## config.mk

```make
export PLATFORM = sky130hd
export DESIGN_NAME = nts_engine_top
export DESIGN_NICKNAME = d
export VERILOG_FILES = /design/src/verilog/nts_api_pkg.sv /design/src/verilog/nts_debug_pkg.sv /design/src/verilog/nts_api_bus_if.sv /design/src/verilog/nts_api_decoder.sv /design/src/verilog/nts_debug_regs.sv /design/src/verilog/nts_engine_info.sv /design/src/verilog/nts_engine_top.sv /design/src/verilog/nts_stat_counter.sv
export SDC_FILE = /design/constraint.sdc
export NUM_CORES = 2
export LEC_CHECK = 0
export BUFFER_PORTS_ARGS = -buffer_cell sky130_fd_sc_hd__buf_2
export CAP_MARGIN = 10
export CORE_ASPECT_RATIO = 0.8
export CORE_MARGIN = 4
export CORE_UTILIZATION = 50
export CTS_CLUSTER_DIAMETER = 60
export DETAILED_ROUTE_END_ITERATION = 12
export PLACE_DENSITY = 0.66
export SLEW_MARGIN = 20
export SYNTH_ARGS = -nofsm -noshare
export SYNTH_HDL_FRONTEND = slang
export SYNTH_SLANG_ARGS = --single-unit
```

## constraint.sdc

```tcl
create_clock -name i_clk -period 48.1 [get_ports i_clk]
set_input_delay 0 -clock i_clk [delete_from_list [all_inputs] [get_ports i_clk]]
set_output_delay 0 -clock i_clk [all_outputs]
set_load 0.05 [all_outputs]
```

## src/verilog/nts_api_pkg.sv

```systemverilog
// Register bus types and identity core constants.
// Shared by the address decoder, the identity core and the top level.
// Refer to members by scoped name.

`default_nettype none

package nts_api_pkg;

  //----------------------------------------
  // Bus widths
  //----------------------------------------

  typedef logic [11:0] api_addr_t;      // External register address
  typedef logic [7:0]  api_offset_t;    // Address within one core
  typedef logic [3:0]  api_core_sel_t;  // Upper address bits
  typedef logic [31:0] api_data_t;      // One register word

  //----------------------------------------
  // Core select codes
  //----------------------------------------

  // Codes 1, 2 and 4 belonged to the clock, cookie and key memory cores
  localparam api_core_sel_t CORE_SEL_ENGINE = 4'h0;
  localparam api_core_sel_t CORE_SEL_DEBUG  = 4'h3;

  //----------------------------------------
  // Identity core
  //----------------------------------------

  localparam api_offset_t ADDR_NAME0   = 8'h00;
  localparam api_offset_t ADDR_NAME1   = 8'h01;
  localparam api_offset_t ADDR_VERSION = 8'h02;
  localparam api_offset_t ADDR_CTRL    = 8'h08;

  localparam api_data_t CORE_NAME0   = 32'h4e_54_53_5f;  // "NTS_"
  localparam api_data_t CORE_NAME1   = 32'h45_4e_47_4e;  // "ENGN"
  localparam api_data_t CORE_VERSION = 32'h30_2e_30_31;  // "0.01"
  localparam api_data_t CTRL_VALUE   = 32'h0000_0001;

endpackage

`default_nettype wire

```

## src/verilog/nts_debug_pkg.sv

```systemverilog
// Debug core address map, counter indices and widths.
// Event bit i of the pulse vector feeds counter index i.

`default_nettype none

package nts_debug_pkg;

  localparam int STAT_COUNT = 6;

  typedef logic [STAT_COUNT-1:0] stat_events_t;  // One pulse bit per counter
  typedef logic [63:0]           stat_count_t;

  // Counter indices
  localparam int STAT_NTS_PROCESSED  = 0;
  localparam int STAT_NTS_BAD_COOKIE = 1;
  localparam int STAT_NTS_BAD_AUTH   = 2;
  localparam int STAT_NTS_BAD_KEYID  = 3;
  localparam int STAT_ERROR_CRYPTO   = 4;
  localparam int STAT_ERROR_TXBUF    = 5;

  // High word offsets, low word follows at +1
  localparam nts_api_pkg::api_offset_t ADDR_DEBUG_NTS_PROCESSED  = 8'h00;
  localparam nts_api_pkg::api_offset_t ADDR_DEBUG_NTS_BAD_COOKIE = 8'h02;
  localparam nts_api_pkg::api_offset_t ADDR_DEBUG_NTS_BAD_AUTH   = 8'h04;
  localparam nts_api_pkg::api_offset_t ADDR_DEBUG_NTS_BAD_KEYID  = 8'h06;
  localparam nts_api_pkg::api_offset_t ADDR_DEBUG_ERROR_CRYPTO   = 8'h20;
  localparam nts_api_pkg::api_offset_t ADDR_DEBUG_ERROR_TXBUF    = 8'h22;

  localparam nts_api_pkg::api_offset_t ADDR_DEBUG_NAME      = 8'h08;
  localparam nts_api_pkg::api_offset_t ADDR_DEBUG_SYSTICK32 = 8'h09;

  localparam nts_api_pkg::api_data_t DEBUG_NAME    = 32'h44_42_55_47;  // "DBUG"
  localparam nts_api_pkg::api_data_t SYSTICK_RESET = 32'h0000_0001;

endpackage

`default_nettype wire

```

## src/verilog/nts_api_bus_if.sv

```systemverilog
// One core's slice of the internal register bus.
// The decoder drives select and request, the core answers with read data.

`timescale 1ns/1ns
`default_nettype none

interface nts_api_bus_if ();

  logic                     cs;          // Raised only for this core
  logic                     we;
  nts_api_pkg::api_offset_t offset;
  nts_api_pkg::api_data_t   write_data;
  nts_api_pkg::api_data_t   read_data;   // Same cycle as cs

  modport decoder (output cs, we, offset, write_data, input read_data);
  modport core (input cs, we, offset, write_data, output read_data);

endinterface

`default_nettype wire

```

## src/verilog/nts_api_decoder.sv

```systemverilog
// Register bus decoder.
// Splits the 12-bit address into core select and offset, raises the
// matching core's cs and returns that core's read data in the same cycle.

`timescale 1ns/1ns
`default_nettype none

module nts_api_decoder (
  input  wire                        i_api_cs,
  input  wire                        i_api_we,
  input  wire nts_api_pkg::api_addr_t i_api_address,
  input  wire nts_api_pkg::api_data_t i_api_write_data,
  output nts_api_pkg::api_data_t      o_api_read_data,

  nts_api_bus_if.decoder             engine_bus,
  nts_api_bus_if.decoder             debug_bus
);

  nts_api_pkg::api_core_sel_t core_sel;
  nts_api_pkg::api_offset_t   offset;

  assign {core_sel, offset} = i_api_address;

  //----------------------------------------
  // Request fan-out
  //----------------------------------------

  assign engine_bus.cs = i_api_cs && (core_sel == nts_api_pkg::CORE_SEL_ENGINE);
  assign debug_bus.cs  = i_api_cs && (core_sel == nts_api_pkg::CORE_SEL_DEBUG);

  // Shared by both cores
  assign engine_bus.we         = i_api_we;
  assign engine_bus.offset     = offset;
  assign engine_bus.write_data = i_api_write_data;
  assign debug_bus.we          = i_api_we;
  assign debug_bus.offset      = offset;
  assign debug_bus.write_data  = i_api_write_data;

  //----------------------------------------
  // Read data merge
  //----------------------------------------

  always_comb
  begin
    o_api_read_data = '0;
    if (i_api_cs)
    begin
      case (core_sel)
        nts_api_pkg::CORE_SEL_ENGINE: o_api_read_data = engine_bus.read_data;
        nts_api_pkg::CORE_SEL_DEBUG:  o_api_read_data = debug_bus.read_data;
        default: ;  // Dropped cores and unused codes read zero
      endcase
    end
  end

endmodule

`default_nettype wire

```

## src/verilog/nts_debug_regs.sv

```systemverilog
// Debug core with six event counters and a free-running system tick.
// Reading a counter's high word snapshots its low word, which is read
// at the next offset. Writes are ignored.

`timescale 1ns/1ns
`default_nettype none

module nts_debug_regs (
  input  wire                          i_clk,
  input  wire                          i_areset,
  input  wire nts_debug_pkg::stat_events_t i_stat_events,
  nts_api_bus_if.core                  bus
);

  nts_debug_pkg::stat_count_t           stat_count    [nts_debug_pkg::STAT_COUNT];
  nts_api_pkg::api_data_t               stat_snapshot [nts_debug_pkg::STAT_COUNT];
  nts_api_pkg::api_offset_t             stat_addr     [nts_debug_pkg::STAT_COUNT];
  logic [nts_debug_pkg::STAT_COUNT-1:0] snap_strobe;
  nts_api_pkg::api_data_t               systick32;
  nts_api_pkg::api_data_t               read_data;

  //----------------------------------------
  // Counters
  //----------------------------------------

  // High word offset per counter index
  assign stat_addr[nts_debug_pkg::STAT_NTS_PROCESSED]  = nts_debug_pkg::ADDR_DEBUG_NTS_PROCESSED;
  assign stat_addr[nts_debug_pkg::STAT_NTS_BAD_COOKIE] = nts_debug_pkg::ADDR_DEBUG_NTS_BAD_COOKIE;
  assign stat_addr[nts_debug_pkg::STAT_NTS_BAD_AUTH]   = nts_debug_pkg::ADDR_DEBUG_NTS_BAD_AUTH;
  assign stat_addr[nts_debug_pkg::STAT_NTS_BAD_KEYID]  = nts_debug_pkg::ADDR_DEBUG_NTS_BAD_KEYID;
  assign stat_addr[nts_debug_pkg::STAT_ERROR_CRYPTO]   = nts_debug_pkg::ADDR_DEBUG_ERROR_CRYPTO;
  assign stat_addr[nts_debug_pkg::STAT_ERROR_TXBUF]    = nts_debug_pkg::ADDR_DEBUG_ERROR_TXBUF;

  for (genvar i = 0; i < nts_debug_pkg::STAT_COUNT; i++)
  begin : g_stat
    nts_stat_counter u_nts_stat_counter (
      .i_clk      (i_clk),
      .i_areset   (i_areset),
      .i_event    (i_stat_events[i]),
      .i_snapshot (snap_strobe[i]),
      .o_count    (stat_count[i]),
      .o_snapshot (stat_snapshot[i])
    );
  end

  // Free-running tick
  always_ff @(posedge i_clk or posedge i_areset)
  begin
    if (i_areset)
      systick32 <= nts_debug_pkg::SYSTICK_RESET;
    else
      systick32 <= systick32 + 1'b1;
  end

  //----------------------------------------
  // Read decode
  //----------------------------------------

  always_comb
  begin
    read_data   = '0;
    snap_strobe = '0;
    if (bus.cs && !bus.we)
    begin
      for (int i = 0; i < nts_debug_pkg::STAT_COUNT; i++)
      begin
        if (bus.offset == stat_addr[i])
        begin
          read_data      = stat_count[i][63:32];
          snap_strobe[i] = 1'b1;
        end
        else if (bus.offset == nts_api_pkg::api_offset_t'(stat_addr[i] + 8'd1))
        begin
          read_data = stat_snapshot[i];  // Low word as of last high read
        end
      end

      case (bus.offset)
        nts_debug_pkg::ADDR_DEBUG_NAME:      read_data = nts_debug_pkg::DEBUG_NAME;
        nts_debug_pkg::ADDR_DEBUG_SYSTICK32: read_data = systick32;
        default: ;
      endcase
    end
  end

  assign bus.read_data = read_data;

endmodule

`default_nettype wire

```

## src/verilog/nts_engine_info.sv

```systemverilog
// Read-only identity core: name, version and control words.
// Writes are ignored.

`timescale 1ns/1ns
`default_nettype none

module nts_engine_info (
  nts_api_bus_if.core bus
);

  always_comb
  begin
    bus.read_data = '0;
    if (bus.cs && !bus.we)
    begin
      case (bus.offset)
        nts_api_pkg::ADDR_NAME0:   bus.read_data = nts_api_pkg::CORE_NAME0;
        nts_api_pkg::ADDR_NAME1:   bus.read_data = nts_api_pkg::CORE_NAME1;
        nts_api_pkg::ADDR_VERSION: bus.read_data = nts_api_pkg::CORE_VERSION;
        nts_api_pkg::ADDR_CTRL:    bus.read_data = nts_api_pkg::CTRL_VALUE;
        default: ;
      endcase
    end
  end

endmodule

`default_nettype wire

```

## src/verilog/nts_engine_top.sv

```systemverilog
// Register side of the NTS engine.
// Host register bus on plain ports, counter events as a pulse vector.
// Read data is combinational and valid in the access cycle.

`timescale 1ns/1ns
`default_nettype none

module nts_engine_top (
  input  wire                              i_clk,
  input  wire                              i_areset,

  input  wire                              i_api_cs,
  input  wire                              i_api_we,
  input  wire nts_api_pkg::api_addr_t      i_api_address,
  input  wire nts_api_pkg::api_data_t      i_api_write_data,
  output wire nts_api_pkg::api_data_t      o_api_read_data,

  input  wire nts_debug_pkg::stat_events_t i_stat_events
);

  //----------------------------------------
  // Internal bus slices
  //----------------------------------------

  nts_api_bus_if engine_bus ();
  nts_api_bus_if debug_bus ();

  nts_api_decoder u_nts_api_decoder (
    .i_api_cs         (i_api_cs),
    .i_api_we         (i_api_we),
    .i_api_address    (i_api_address),
    .i_api_write_data (i_api_write_data),
    .o_api_read_data  (o_api_read_data),
    .engine_bus       (engine_bus),
    .debug_bus        (debug_bus)
  );

  //----------------------------------------
  // Cores
  //----------------------------------------

  nts_engine_info u_nts_engine_info (
    .bus (engine_bus)
  );

  nts_debug_regs u_nts_debug_regs (
    .i_clk         (i_clk),
    .i_areset      (i_areset),
    .i_stat_events (i_stat_events),  // Stand-in for parser, crypto and txbuf
    .bus           (debug_bus)
  );

endmodule

`default_nettype wire

```

## src/verilog/nts_stat_counter.sv

```systemverilog
// One 64-bit event counter with a low word snapshot.
// The snapshot is loaded when the high word is read, so a following
// low word read belongs to the same count.

`timescale 1ns/1ns
`default_nettype none

module nts_stat_counter (
  input  wire                          i_clk,
  input  wire                          i_areset,
  input  wire                          i_event,     // One count per cycle high
  input  wire                          i_snapshot,  // High word read strobe
  output nts_debug_pkg::stat_count_t   o_count,
  output nts_api_pkg::api_data_t       o_snapshot
);

  always_ff @(posedge i_clk or posedge i_areset)
  begin
    if (i_areset)
    begin
      o_count    <= '0;
      o_snapshot <= '0;
    end
    else
    begin
      if (i_event)
      begin
        o_count <= o_count + 1'b1;
      end

      // Value before this edge's increment, matching the high word just read
      if (i_snapshot)
      begin
        o_snapshot <= o_count[31:0];
      end
    end
  end

endmodule

`default_nettype wire
```

==> summary.txt <==
Outcome
  – Status: finished clean

Timing
  – TNS Setup: 0 ns
  – Slew Viols, Final: 0
  – Final setup fails: 0
  – Max Fclk: 249 MHz
  – Min Tclk post-route: 4.01 ns
  – Tcrit/Tclk final: 0.0834
  – Tightest Pin Transition: 1.17 ns
  – Slew headroom: 0.218
  – Final Hold Viols: 0
  – RSZ-0062 raised after global routing: false
  – Setup slack after layout: 44.09 ns
  – Clk_skew: 0.0151 ns

Global routing
  – First-pass GRT wire length: 141,000 um
  – Initial antenna violation count: 3
  – Congestion Overflow GR: 0
  – Largest net degree at the start of global routing: 167
  – Number of global-route vias before repair: 21,800
  – GRT Util Overall: 0.294

Placement
  – Placed Cells: 3,479
  – DP HPWL: 67,800 um
  – DP Worst Slack: 44.29 ns
  – Routability cong.: 0.989
  – PortBufs: 53

Critical path
  – Crit path arrival time: 4.01 ns
  – R2R setup slack: 45.10 ns
  – CP Launch Type: primary input
  – Largest fanout on the critical path: 78
  – Reg2reg path depth: 6
  – CP Class: primary input to output pin
  – Crit. End Element: output pin
  – CP required: 48.10 ns

Floorplan
  – Die width: 281 um
  – Top Ports: 86
  – FP Rows: 79
  – Die height: 226 um
  – Core area: 58,600 um2
  – Die area: 63,600 um2
  – Starting Density: 0.509

Routing
  – Residual DRC count: 0
  – Antenna-violating nets left: 0
  – Drt total wl: 93,100 um
  – Initial DRC Count: 3,143
  – TritonRoute pass-1 iters: 7
  – DR vias: 22,900
  – Drt wl/cell: 25.8 um
  – Detailed-route vias per instance: 6.36

Clock network
  – Setup Buffers After CTS: 0
  – TritonCTS Sinks: 608
  – Hold buffer count at cts: 7
  – Clk_lat worst skew: 0.62 ns
  – Clk root buf: clkbuf_16
  – CTS tree: yes
  – H-Tree Depth: 3
  – PostCTS Resize Cnt: 0
  – Clock transition at path regs: 0.05 ns
  – Clock Path Buffers: 3
  – Num CTS Buffers: 66

Synthesis
  – Cells after Synth: 2,752
  – Yosys reg bits: 608
  – Yosys top cell area share: 0.509
  – Count leader, synth: dfrtp_1
  – Mapped Nets: 2,813
  – Top cells by area, synth: dfrtp_1 51%, xnor2_1 8.4%, mux2_2 7.6%, xor2_1 3.6%, nand2_1 2.9%
  – Synthesized area: 29,800 um2
  – Synth async-reset ratio: 1.00
  – Yosys top cell by area: dfrtp_1
  – Synth Area per Inst: 10.8 um2
  – Predominant post-synthesis flop cell: dfrtp_1
  – EDFF count, synth: 0
  – Syn. warnings: 0
  – Distinct cells, synth: 79
  – Synth top cells by count: 607 x dfrtp_1, 285 x xnor2_1, 232 x nand2_1
  – Sequential share of the synthesized area: 0.510

Finish
  – Final layout net count: 2,846
  – N_diodes: 0
  – Layout Cells excl Fill: 3,605
  – Final core occ: 0.566
  – Multi-input logic area: 14,000 um2
  – Layout cells sized above 1: 0.152
  – Number of fill cells in the layout: 4,949
  – Synth-to-Final Area Change: 11.3%
  – Sequential cell area: 15,200 um2

Pwr
  – P_leak: 15.1 nW
  – Clock share of power: 0.467
  – Combinational power share: 0.056
  – Internal power: 0.876 mW
  – Power density over the cells: 34.9 nW/um2
  – Flop pwr share: 0.478
  – Switch Pwr: 0.282 mW
  – Max rail drop VDD: 0.0259 mV
  – Sw Share: 0.243

Worst hold path
  – Tightest Hold Check Type: primary input to async pin

Run
  – Maxcap violations: 0
sequential cells by signal, summed over array words and instances, names as in the netlist:
name                                                   flops
u_nts_debug_regs.g_stat.u_nts_stat_counter.o_count       384
u_nts_debug_regs.g_stat.u_nts_stat_counter.o_snapshot    192
u_nts_debug_regs.systick32                                32
layout make-up:
| type | count | share of cell area |
|---|---|---|
| sequential | 608 | 0.459 |
| inverter | 34 | 0.00407 |
| multi-input combinational | 1988 | 0.421 |
| clock inverter | 32 | 0.0137 |
| clock buffer | 87 | 0.0558 |
| timing repair buffer | 87 | 0.0177 |
| tap | 769 | 0.0290 |
through the flow:
| stage | area, um2 | hold slack (ns) | total power [mW] |
|---|---|---|---|
| final | 33200 | 0.0590 | 1.16 |
| after floorplan | 29800 | 0.0871 | 0.603 |
| after detailed placement | 30800 | 0.209 | 0.626 |
| after global placement | 30800 | 0.202 | 0.622 |
| after global routing | 33200 | 0.131 | 1.20 |
| after CTS | 33200 | 0.0865 | 1.17 |
cell families (layout without fill, tap and decap cells):
family	count (synthesis)	in the layout	synth area share
compound gates	377	377	0.0825
xor+xnor	408	408	0.120
fa+ha+maj	7	7	0.00294
buf+inv	156	240	0.0222
flops	608	608	0.510
mux	263	263	0.100
simple gates	933	933	0.162
power by group through the flow:
stage                     logic [mW]  registers [mW]  clock network, mW
final                         0.0648           0.553              0.540
after global routing          0.0725           0.556              0.570
after CTS                     0.0652           0.553              0.549
after detailed placement      0.0642           0.562                  0
after global placement        0.0620           0.560                  0
after floorplan               0.0477           0.555                  0
layer usage:
metal / global-route usage / part of all wire / vias to the layer above / wire, um
li1: - / - / 9957 / -
met1: 0.471 / 0.46 / 11700 / 43200
met2: 0.388 / 0.40 / 1102 / 36800
met3: 0.0741 / 0.11 / 170 / 10300
met4: 0.0856 / 0.030 / 4 / 2800
met5: 0 / 0.00030 / - / 28
critical path, cell delays in order:
cell and delay, ns:
buf_4 0.30, buf_4 0.77, and2_1 0.23, buf_4 0.47, a21oi_1 0.17, o22ai_1 0.41, a21oi_1 0.27, o41ai_1 0.93
buf_2 0.41
cell usage in the layout, fill, tap and decap left out, drive strengths merged, types with 8 or more instances in the layout:
cell,netlist,layout
mux2i,53,53
xnor2,286,286
mux2,202,202
a21oi,93,93
nor4,16,16
nor2b,10,10
a32oi,8,8
and4,61,61
dfrtp,607,607
bufinv,0,9
a22oi,10,10
nand4,104,104
nor3,61,61
and2,23,23
a31oi,9,9
clkbuf,55,87
nor2,168,168
a221oi,21,21
clkinv,1,14
nand2b,12,12
o21ai,93,93
o2bb2ai,21,21
inv,33,38
mux4,8,8
a221o,9,9
a21o,10,10
nand2,232,232
o22ai,34,34
and3,64,64
buf,67,80
nand3,154,154
xor2,122,122
o221ai,17,17
worst max path at each step:
stage,start,endpoint,slack (ns),cells past startpoint
floorplan,i_areset,async pin,31.08,1
global placement,i_api_address[1],o_api_read_data[9],44.31,9
detailed placement,i_api_address[1],o_api_read_data[9],44.29,9
CTS,i_api_address[1],o_api_read_data[9],44.29,9
global route,i_api_address[1],o_api_read_data[9],44.09,9
finish,i_api_address[1],o_api_read_data[9],44.09,9
No activity file was read; power rests on OpenSTA's default activity.
